[config.mk]
export PLATFORM = sky130hd
export DESIGN_NAME = desTop
export DESIGN_NICKNAME = d
export VERILOG_FILES = /design/src/desPkg.sv /design/src/desCoreIf.sv /design/src/desBlockState.sv /design/src/desBusRegs.sv /design/src/desFeistel.sv /design/src/desKeySchedule.sv /design/src/desTop.sv
export VERILOG_INCLUDE_DIRS = /design/src /design/src/include
export SDC_FILE = /design/constraint.sdc
export NUM_CORES = 1
export LEC_CHECK = 0
export BUFFER_PORTS_ARGS = -buffer_cell sky130_fd_sc_hd__clkbuf_2
export CAP_MARGIN = 20
export CORE_UTILIZATION = 50
export CTS_CLUSTER_SIZE = 14
export DETAILED_ROUTE_END_ITERATION = 8
export PLACE_DENSITY = 0.75
export SYNTH_ARGS = -nofsm -noshare
export SYNTH_HDL_FRONTEND = slang
export SYNTH_HIERARCHICAL = 1
export SYNTH_SLANG_ARGS = --single-unit
export TNS_END_PERCENT = 50
[constraint.sdc]
create_clock -name Clk -period 7.07 [get_ports Clk]
set_input_delay 0.707 -clock Clk [delete_from_list [all_inputs] [get_ports Clk]]
set_output_delay 0.707 -clock Clk [all_outputs]
set_load 0.005 [all_outputs]
[src/include/desSboxTables.svh]
/* The eight DES S-boxes, indexed [box][row][column] with S1 first.
   Row and column selection from the 6-bit input is done by sboxLookup. */
`ifndef DES_SBOX_TABLES_SVH
`define DES_SBOX_TABLES_SVH

localparam int SboxTable [8][4][16] = '{
	'{'{14,  4, 13,  1,  2, 15, 11,  8,  3, 10,  6, 12,  5,  9,  0,  7},
	  '{ 0, 15,  7,  4, 14,  2, 13,  1, 10,  6, 12, 11,  9,  5,  3,  8},
	  '{ 4,  1, 14,  8, 13,  6,  2, 11, 15, 12,  9,  7,  3, 10,  5,  0},
	  '{15, 12,  8,  2,  4,  9,  1,  7,  5, 11,  3, 14, 10,  0,  6, 13}},
	'{'{15,  1,  8, 14,  6, 11,  3,  4,  9,  7,  2, 13, 12,  0,  5, 10},
	  '{ 3, 13,  4,  7, 15,  2,  8, 14, 12,  0,  1, 10,  6,  9, 11,  5},
	  '{ 0, 14,  7, 11, 10,  4, 13,  1,  5,  8, 12,  6,  9,  3,  2, 15},
	  '{13,  8, 10,  1,  3, 15,  4,  2, 11,  6,  7, 12,  0,  5, 14,  9}},
	'{'{10,  0,  9, 14,  6,  3, 15,  5,  1, 13, 12,  7, 11,  4,  2,  8},
	  '{13,  7,  0,  9,  3,  4,  6, 10,  2,  8,  5, 14, 12, 11, 15,  1},
	  '{13,  6,  4,  9,  8, 15,  3,  0, 11,  1,  2, 12,  5, 10, 14,  7},
	  '{ 1, 10, 13,  0,  6,  9,  8,  7,  4, 15, 14,  3, 11,  5,  2, 12}},
	'{'{ 7, 13, 14,  3,  0,  6,  9, 10,  1,  2,  8,  5, 11, 12,  4, 15},
	  '{13,  8, 11,  5,  6, 15,  0,  3,  4,  7,  2, 12,  1, 10, 14,  9},
	  '{10,  6,  9,  0, 12, 11,  7, 13, 15,  1,  3, 14,  5,  2,  8,  4},
	  '{ 3, 15,  0,  6, 10,  1, 13,  8,  9,  4,  5, 11, 12,  7,  2, 14}},
	'{'{ 2, 12,  4,  1,  7, 10, 11,  6,  8,  5,  3, 15, 13,  0, 14,  9},
	  '{14, 11,  2, 12,  4,  7, 13,  1,  5,  0, 15, 10,  3,  9,  8,  6},
	  '{ 4,  2,  1, 11, 10, 13,  7,  8, 15,  9, 12,  5,  6,  3,  0, 14},
	  '{11,  8, 12,  7,  1, 14,  2, 13,  6, 15,  0,  9, 10,  4,  5,  3}},
	'{'{12,  1, 10, 15,  9,  2,  6,  8,  0, 13,  3,  4, 14,  7,  5, 11},
	  '{10, 15,  4,  2,  7, 12,  9,  5,  6,  1, 13, 14,  0, 11,  3,  8},
	  '{ 9, 14, 15,  5,  2,  8, 12,  3,  7,  0,  4, 10,  1, 13, 11,  6},
	  '{ 4,  3,  2, 12,  9,  5, 15, 10, 11, 14,  1,  7,  6,  0,  8, 13}},
	'{'{ 4, 11,  2, 14, 15,  0,  8, 13,  3, 12,  9,  7,  5, 10,  6,  1},
	  '{13,  0, 11,  7,  4,  9,  1, 10, 14,  3,  5, 12,  2, 15,  8,  6},
	  '{ 1,  4, 11, 13, 12,  3,  7, 14, 10, 15,  6,  8,  0,  5,  9,  2},
	  '{ 6, 11, 13,  8,  1,  4, 10,  7,  9,  5,  0, 15, 14,  2,  3, 12}},
	'{'{13,  2,  8,  4,  6, 15, 11,  1, 10,  9,  3, 14,  5,  0, 12,  7},
	  '{ 1, 15, 13,  8, 10,  3,  7,  4, 12,  5,  6, 11,  0, 14,  9,  2},
	  '{ 7, 11,  4,  1,  9, 12, 14,  2,  0,  6, 10, 13, 15,  3,  5,  8},
	  '{ 2,  1, 14,  7,  4, 10,  8, 13, 15, 12,  9,  0,  3,  5,  6, 11}}
};

`endif

[src/desPkg.sv]
/* Shared DES types, register map and permutation tables.
   Table entries use standard DES bit numbers, where bit 1 is the MSB. */
`default_nettype none

package desPkg;

	typedef logic [63:0] blockT;
	typedef logic [31:0] halfT;
	typedef logic [47:0] subkeyT;

	// Word addresses of the host-visible registers.
	typedef enum logic [2:0] {
		DataLo = 3'd0,
		DataHi = 3'd1,
		KeyLo  = 3'd2,
		KeyHi  = 3'd3,
		Start  = 3'd4,
		Status = 3'd5
	} desRegE;

	typedef enum logic {
		Idle,
		Run
	} coreStateE;

	localparam int NumRounds = 16;

	localparam int IpTable [64] = '{
		58, 50, 42, 34, 26, 18, 10, 2, 60, 52, 44, 36, 28, 20, 12, 4,
		62, 54, 46, 38, 30, 22, 14, 6, 64, 56, 48, 40, 32, 24, 16, 8,
		57, 49, 41, 33, 25, 17,  9, 1, 59, 51, 43, 35, 27, 19, 11, 3,
		61, 53, 45, 37, 29, 21, 13, 5, 63, 55, 47, 39, 31, 23, 15, 7
	};

	localparam int IipTable [64] = '{
		40, 8, 48, 16, 56, 24, 64, 32, 39, 7, 47, 15, 55, 23, 63, 31,
		38, 6, 46, 14, 54, 22, 62, 30, 37, 5, 45, 13, 53, 21, 61, 29,
		36, 4, 44, 12, 52, 20, 60, 28, 35, 3, 43, 11, 51, 19, 59, 27,
		34, 2, 42, 10, 50, 18, 58, 26, 33, 1, 41,  9, 49, 17, 57, 25
	};

	localparam int ETable [48] = '{
		32,  1,  2,  3,  4,  5,  4,  5,  6,  7,  8,  9,  8,  9, 10, 11,
		12, 13, 12, 13, 14, 15, 16, 17, 16, 17, 18, 19, 20, 21, 20, 21,
		22, 23, 24, 25, 24, 25, 26, 27, 28, 29, 28, 29, 30, 31, 32,  1
	};

	localparam int PTable [32] = '{
		16,  7, 20, 21, 29, 12, 28, 17,  1, 15, 23, 26,  5, 18, 31, 10,
		 2,  8, 24, 14, 32, 27,  3,  9, 19, 13, 30,  6, 22, 11,  4, 25
	};

	// PC-1 yields C in the upper 28 bits and D in the lower 28 bits.
	localparam int Pc1Table [56] = '{
		57, 49, 41, 33, 25, 17,  9,  1, 58, 50, 42, 34, 26, 18,
		10,  2, 59, 51, 43, 35, 27, 19, 11,  3, 60, 52, 44, 36,
		63, 55, 47, 39, 31, 23, 15,  7, 62, 54, 46, 38, 30, 22,
		14,  6, 61, 53, 45, 37, 29, 21, 13,  5, 28, 20, 12,  4
	};

	localparam int Pc2Table [48] = '{
		14, 17, 11, 24,  1,  5,  3, 28, 15,  6, 21, 10, 23, 19, 12,  4,
		26,  8, 16,  7, 27, 20, 13,  2, 41, 52, 31, 37, 47, 55, 30, 40,
		51, 45, 33, 48, 44, 49, 39, 56, 34, 53, 46, 42, 50, 36, 29, 32
	};

	// Left rotation applied to C and D before each round's PC-2.
	localparam int ShiftTable [16] = '{1, 1, 2, 2, 2, 2, 2, 2, 1, 2, 2, 2, 2, 2, 2, 1};

	`include "desSboxTables.svh"

	// The outer input bits pick the row and the inner four bits pick the column.
	function automatic logic [3:0] sboxLookup(input int box, input logic [5:0] sixBits);
		logic [1:0] row;
		logic [3:0] col;
		row = {sixBits[5], sixBits[0]};
		col = sixBits[4:1];
		return 4'(SboxTable[box][row][col]);
	endfunction

endpackage

`default_nettype wire

[src/desCoreIf.sv]
/* Link between the register block and the DES core.
   start is a one-cycle pulse and is only issued while ready is high. */
`timescale 1ns/1ps
`default_nettype none

interface desCoreIf
	import desPkg::*;
();
	logic  start;
	blockT plainText;
	blockT key;
	blockT cipherText;
	logic  ready;

	modport regs (
		output start, plainText, key,
		input  cipherText, ready
	);

	// The block state owns the result and the ready flag.
	modport block (
		input  start, plainText,
		output cipherText, ready
	);

	modport keys (
		input  start, key
	);
endinterface

`default_nettype wire

[src/desBlockState.sv]
/* Feistel state of the DES core with its round counter.
   Encryption only; a start pulse is ignored while a block is in flight. */
`timescale 1ns/1ps
`default_nettype none

module desBlockState
	import desPkg::*;
(
	input  logic       Clk,
	input  logic       arstN,
	desCoreIf.block    core,
	input  halfT       fOut,
	output halfT       rightHalf,
	output logic [3:0] roundIdx
);
	coreStateE state;
	halfT      leftHalf;
	blockT     ipOut;
	blockT     preOut;
	blockT     iipOut;

	always_comb
	begin
		for (int i = 0; i < 64; i++)
			ipOut[63 - i] = core.plainText[64 - IpTable[i]];
	end

	// The last round's halves are swapped before the inverse permutation.
	assign preOut = {leftHalf ^ fOut, rightHalf};

	always_comb
	begin
		for (int i = 0; i < 64; i++)
			iipOut[63 - i] = preOut[64 - IipTable[i]];
	end

	always_ff @(posedge Clk or negedge arstN)
	begin
		if (!arstN)
		begin
			state <= Idle;
			roundIdx <= '0;
		end
		else if (state == Idle)
		begin
			if (core.start)
			begin
				state <= Run;
				roundIdx <= '0;
			end
		end
		else
		begin
			roundIdx <= roundIdx + 4'd1;
			if (roundIdx == 4'(NumRounds - 1))
				state <= Idle;
		end
	end

	always_ff @(posedge Clk)
	begin
		if (state == Idle && core.start)
		begin
			leftHalf <= ipOut[63:32];
			rightHalf <= ipOut[31:0];
		end
		else if (state == Run)
		begin
			leftHalf <= rightHalf;
			rightHalf <= leftHalf ^ fOut;
		end

		if (state == Run && roundIdx == 4'(NumRounds - 1))
			core.cipherText <= iipOut;
	end

	assign core.ready = (state == Idle);

endmodule

`default_nettype wire

[src/desBusRegs.sv]
/* Wishbone classic slave for the DES registers, full 32-bit words only.
   AddrWidth must be at least 3. Writes and Start are dropped while the core
   is busy and for one more cycle, while the result is copied to DataLo/DataHi. */
`timescale 1ns/1ps
`default_nettype none

module desBusRegs
	import desPkg::*;
#(
	parameter int AddrWidth = 3
)
(
	input  logic                 Clk,
	input  logic                 arstN,
	input  logic                 cyc,
	input  logic                 stb,
	input  logic                 we,
	input  logic [AddrWidth-1:0] adr,
	input  halfT                 datMosi,
	output halfT                 datMiso,
	output logic                 ack,
	desCoreIf.regs               core
);
	desRegE regSel;
	logic   inMap;
	logic   request;
	logic   idle;
	logic   wrAccept;
	logic   readyQ;
	logic   resultValid;
	blockT  dataReg;
	blockT  keyReg;

	assign regSel = desRegE'(adr[2:0]);
	assign inMap = ((adr >> 3) == '0);

	// A new access is one that has not been acknowledged yet.
	assign request = cyc && stb && !ack;

	// The cycle after ready rises still belongs to the run.
	assign idle = core.ready && readyQ;
	assign wrAccept = request && we && inMap && idle;
	assign resultValid = core.ready && !readyQ;

	always_ff @(posedge Clk or negedge arstN)
	begin
		if (!arstN)
		begin
			ack <= 1'b0;
			core.start <= 1'b0;
			readyQ <= 1'b1;
		end
		else
		begin
			ack <= request;
			readyQ <= core.ready;
			// The pulse follows the ack cycle of an accepted Start write.
			core.start <= ack && cyc && stb && we && inMap && (regSel == Start) && idle;
		end
	end

	// The finished ciphertext replaces the plaintext in the data register.
	always_ff @(posedge Clk)
	begin
		if (resultValid)
			dataReg <= core.cipherText;
		else if (wrAccept && regSel == DataLo)
			dataReg[31:0] <= datMosi;
		else if (wrAccept && regSel == DataHi)
			dataReg[63:32] <= datMosi;

		if (wrAccept && regSel == KeyLo)
			keyReg[31:0] <= datMosi;
		else if (wrAccept && regSel == KeyHi)
			keyReg[63:32] <= datMosi;
	end

	assign core.plainText = dataReg;
	assign core.key = keyReg;

	// The key is write-only and Start reads as zero.
	always_comb
	begin
		datMiso = '0;
		if (inMap)
		begin
			case (regSel)
				DataLo:  datMiso = dataReg[31:0];
				DataHi:  datMiso = dataReg[63:32];
				Status:  datMiso = {31'b0, core.ready};
				default: datMiso = '0;
			endcase
		end
	end

endmodule

`default_nettype wire

[src/desFeistel.sv]
/* Combinational DES f-function for one round.
   S1 takes the six most significant bits of the mixed value. */
`timescale 1ns/1ps
`default_nettype none

module desFeistel
	import desPkg::*;
(
	input  halfT   rightHalf,
	input  subkeyT subkey,
	output halfT   fOut
);
	subkeyT expanded;
	subkeyT mixed;
	halfT   sOut;

	// Expand R to 48 bits by duplicating the edge bits of each nibble.
	always_comb
	begin
		for (int i = 0; i < 48; i++)
			expanded[47 - i] = rightHalf[32 - ETable[i]];
	end

	assign mixed = expanded ^ subkey;

	always_comb
	begin
		for (int b = 0; b < 8; b++)
			sOut[28 - 4 * b +: 4] = sboxLookup(b, mixed[42 - 6 * b +: 6]);
	end

	always_comb
	begin
		for (int i = 0; i < 32; i++)
			fOut[31 - i] = sOut[32 - PTable[i]];
	end

endmodule

`default_nettype wire

[src/desKeySchedule.sv]
/* DES key schedule, one subkey per round, driven by the round index.
   Parity bits of the key are ignored. */
`timescale 1ns/1ps
`default_nettype none

module desKeySchedule
	import desPkg::*;
(
	input  logic       Clk,
	input  logic       arstN,
	desCoreIf.keys     core,
	input  logic [3:0] roundIdx,
	output subkeyT     subkey
);
	coreStateE   state;
	logic [55:0] cd;
	logic [55:0] cdInit;
	logic [55:0] cdRot;
	logic [27:0] cHalf;
	logic [27:0] dHalf;

	always_comb
	begin
		for (int i = 0; i < 56; i++)
			cdInit[55 - i] = core.key[64 - Pc1Table[i]];
	end

	// C and D rotate separately, then PC-2 picks 48 of the 56 bits.
	always_comb
	begin
		cHalf = cd[55:28];
		dHalf = cd[27:0];
		if (ShiftTable[roundIdx] == 1)
			cdRot = {cHalf[26:0], cHalf[27], dHalf[26:0], dHalf[27]};
		else
			cdRot = {cHalf[25:0], cHalf[27:26], dHalf[25:0], dHalf[27:26]};
		for (int i = 0; i < 48; i++)
			subkey[47 - i] = cdRot[56 - Pc2Table[i]];
	end

	always_ff @(posedge Clk or negedge arstN)
	begin
		if (!arstN)
			state <= Idle;
		else if (state == Idle && core.start)
			state <= Run;
		else if (state == Run && roundIdx == 4'(NumRounds - 1))
			state <= Idle;
	end

	always_ff @(posedge Clk)
	begin
		if (state == Idle && core.start)
			cd <= cdInit;
		else if (state == Run)
			cd <= cdRot;
	end

endmodule

`default_nettype wire

[src/desTop.sv]
/* DES ECB encryption engine behind a Wishbone classic slave.
   Only full 32-bit words are supported, so sel is not decoded. */
`timescale 1ns/1ps
`default_nettype none

module desTop
	import desPkg::*;
#(
	parameter int AddrWidth = 3
)
(
	input  logic                 Clk,
	input  logic                 arstN,
	input  logic                 cyc,
	input  logic                 stb,
	input  logic                 we,
	input  logic [AddrWidth-1:0] adr,
	input  halfT                 datMosi,
	input  logic [3:0]           sel,
	output halfT                 datMiso,
	output logic                 ack
);
	halfT       rightHalf;
	halfT       fOut;
	subkeyT     subkey;
	logic [3:0] roundIdx;

	desCoreIf core ();

	desBusRegs #(
		.AddrWidth(AddrWidth)
	) uBusRegs (
		.Clk(Clk),
		.arstN(arstN),
		.cyc(cyc),
		.stb(stb),
		.we(we),
		.adr(adr),
		.datMosi(datMosi),
		.datMiso(datMiso),
		.ack(ack),
		.core(core.regs)
	);

	// Key schedule and block state advance in lockstep on roundIdx.
	desKeySchedule uKeySchedule (
		.Clk(Clk),
		.arstN(arstN),
		.core(core.keys),
		.roundIdx(roundIdx),
		.subkey(subkey)
	);

	desBlockState uBlockState (
		.Clk(Clk),
		.arstN(arstN),
		.core(core.block),
		.fOut(fOut),
		.rightHalf(rightHalf),
		.roundIdx(roundIdx)
	);

	desFeistel uFeistel (
		.rightHalf(rightHalf),
		.subkey(subkey),
		.fOut(fOut)
	);

endmodule

`default_nettype wire

==> impl_metrics.py <==
metrics = {
    "logic_synthesis": {
        "synthesis.nets": 1867,
        "synth.avg_cell_area_um2": 10.9,
        "synthCells": 1763,
        "synth_warnings": 6,
        "synthesis.area_um2": 19100,
    },
    "cts": {
        "cts.reportedPaths.clkPinSlew_ns": 0.06,
        "h_tree_depth": 1,
        "cts_inserted_buffers": 31,
        "tritoncts_num_sinks": 313,
        "clock_latency_ns": 0.58,
        "cts_tree": "built",
        "clock_tree.root_cell": "clkbuf_16",
        "max-clock-path-buffers": 3,
        "cts_post_setup_buffers_inserted": 0,
        "post_cts_resize_count": 0,
    },
    "critical_path": {
        "critical_path.n_buffers_inverters": 2,
        "slowest_delay_ns": 0.65,
        "path_delay_family": "compound AO/OA/AOI/OAI gates",
        "worst_path_max_delay_cell": "xnor2_1",
        "crit_path_end_kind": "register",
        "critical_path_required_ns": 7.40,
        "rrSetupSlack_ns": 2.20,
        "cp_data_arrival_time_ns": 5.20,
        "path_cells": "a211o_2 -> buf_4 -> nand3_1 -> nand2_1 -> xnor2_1 -> inv_1 -> ha_1 -> and2_1 -> nor4_1 -> a2111oi_0 -> a311oi_1 -> xor2_1 -> mux2_4",
        "critical_path.startpoint_type": "register",
        "criticalPathCategory": "reg -> reg",
        "cp_max_fo": 36,
    },
    "layout": {
        "fillerInstances": 3205,
        "area.sequential_um2": 9360,
        "layout-drive-gt1-share": 0.151,
        "multiInputGateArea_um2": 8880,
        "antenna-diode-count": 0,
        "layout.nets": 1874,
        "area_delta_synth_final_pct": 7.08,
    },
    "floorplan": {
        "fp.dieArea_um2": 39100,
        "core_um2": 37700,
        "initial_utilization": 0.508,
        "floorplan.rows": 71,
        "die_width_um": 198,
        "ios": 77,
        "dieHeight_um": 198,
    },
    "route": {
        "detail_route.wl_per_cell_um": 23.1,
        "route.vias.total": 14500,
        "firstDrtPassIters": 6,
        "detail_route.iter0.violations": 1569,
        "drtAntennaViolNets": 0,
        "drc": 0,
        "vias_per_cell": 6.32,
        "route.final.wire_length_um": 53100,
    },
    "timing": {
        "fmaxAchievable_ghz": 0.205,
        "post-route-min-period_ns": 4.87,
        "timing.max_slew.rel_slack": 0.194,
        "timing_worst_slew_pin_value_ns": 1.21,
        "skew_ns": 0.0242,
        "final_max_slew_viol_count": 0,
        "fin_ws_ns": 2.20,
        "totalNegativeSetupSlack_ns": 0,
        "hold_viol_final": 0,
        "rsz0062_at_grt": "no",
        "final_min_period_over_clock_period": 0.689,
        "setup_violations": 0,
    },
    "grt": {
        "globalRouteOverflowTotal": 0,
        "grt_first_pass_wirelength_um": 81300,
        "gr-usage-all-layers": 0.271,
        "grt_max_degree": 113,
        "grt_antenna_before_repair": 1,
        "via_count_of_the_first_global_routing_pass": 13900,
    },
    "placed_design": {
        "dpl.hpwl_um": 35300,
        "buffer_ports.inserted": 72,
        "post-place-ws_ns": 2.33,
        "gp_congestion": 0.941,
    },
    "outcome": {
        "result_of_the_run": "complete, no violations",
    },
    "worst_hold_path": {
        "worst_hold_path_type": "in -> reg",
    },
    "run": {
        "max_cap_viol_count": 0,
    },
}
sequential cells by signal, indices dropped and copies added (netlist names):
name,flops
uBusRegs/core.plainText,64
uBlockState/state,1
uBlockState/rightHalf,32
uBusRegs/readyQ,1
uKeySchedule/state,1
uBusRegs/core.key,56
uBusRegs/ack,1
uBlockState/roundIdx,4
uBlockState/core.cipherText,64
uBusRegs/core.start,1
uKeySchedule/cd,56
uBlockState/leftHalf,32
worst reg2reg max path, cell delays in order (launching register included):
cell	delay, ns
dfrtp_1	0.48
a211o_2	0.64
buf_4	0.35
nand3_1	0.14
nand2_1	0.10
xnor2_1	0.65
inv_1	0.34
ha_1	0.32
and2_1	0.16
nor4_1	0.25
a2111oi_0	0.11
a311oi_1	0.59
xor2_1	0.21
mux2_4	0.29
cell usage in the layout (no fill, tap or decap), drive strengths merged, types with 30 or more instances in the layout:
cell / count
nand2: 308
edfxtp: 304
nor2: 141
clkbuf: 110
o21ai: 91
xor2: 71
nand3: 69
mux2: 69
a31oi: 61
ha: 60
xnor2: 55
a21oi: 47
o211ai: 40
a211oi: 34
a22o: 33
nor3: 33
buf: 32
inv: 30
area by class of cell:
class / instances / area share
Tap cell: 511 / 0.0312
Timing Repair Buffer: 105 / 0.0298
Multi-Input combinational cell: 1286 / 0.433
Inverter: 33 / 0.00617
Sequential cell: 313 / 0.456
Clock inverter: 14 / 0.00372
Clock buffer: 38 / 0.0391
what timing repair did:
item / in CTS / in global routing
endpoints found under the hold margin: 8 / 0
endpoints found under the setup margin: 0 / 0
hold buffers: 1 / 0
layer usage:
metal / global-route usage / share of wire / up-vias
met2: 0.446 / 0.47 / 807
met3: 0.0386 / 0.089 / 106
li1: - / - / 6537
met5: 0 / 0.00025 / -
met1: 0.368 / 0.40 / 7090
met4: 0.0927 / 0.037 / 2
worst paths after layout:
path | from | to | cells after the start
setup reg to reg | uBlockState/roundIdx[2]$_DFFE_PN0P_ | uBlockState/rightHalf[8]$_DFFE_PP_ | 13
max in group asynchronous | arstN | uBusRegs/readyQ$_DFF_PN1_ | 2
hold / removal | datMosi[12] | uBusRegs/core.key[44]$_DFFE_PP_ | 1
hold reg to reg | uBlockState/core.cipherText[55]$_DFFE_PP_ | uBusRegs/core.plainText[55]$_DFFE_PP_ | 2
setup / recovery | uBlockState/roundIdx[2]$_DFFE_PN0P_ | uBlockState/rightHalf[8]$_DFFE_PP_ | 13
min in group asynchronous | arstN | uKeySchedule/state$_DFFE_PN0P_ | 2
stage by stage:
step | hold slack (ns) | utilization | instances | cell area [µm²]
final | 0.347 | 0.544 | 2300 | 20500
after global routing | 0.334 | 0.544 | 2300 | 20500
after CTS | 0.331 | 0.543 | 2296 | 20500
after detailed placement | 0.501 | 0.520 | 2243 | 19600
after global placement | 0.495 | 0.520 | 2243 | 19600
after floorplan | 0.411 | - | 1763 | 19100
Power is not shown: default switching activity piles up to over one toggle a cycle in this logic, so the estimate is an artifact.
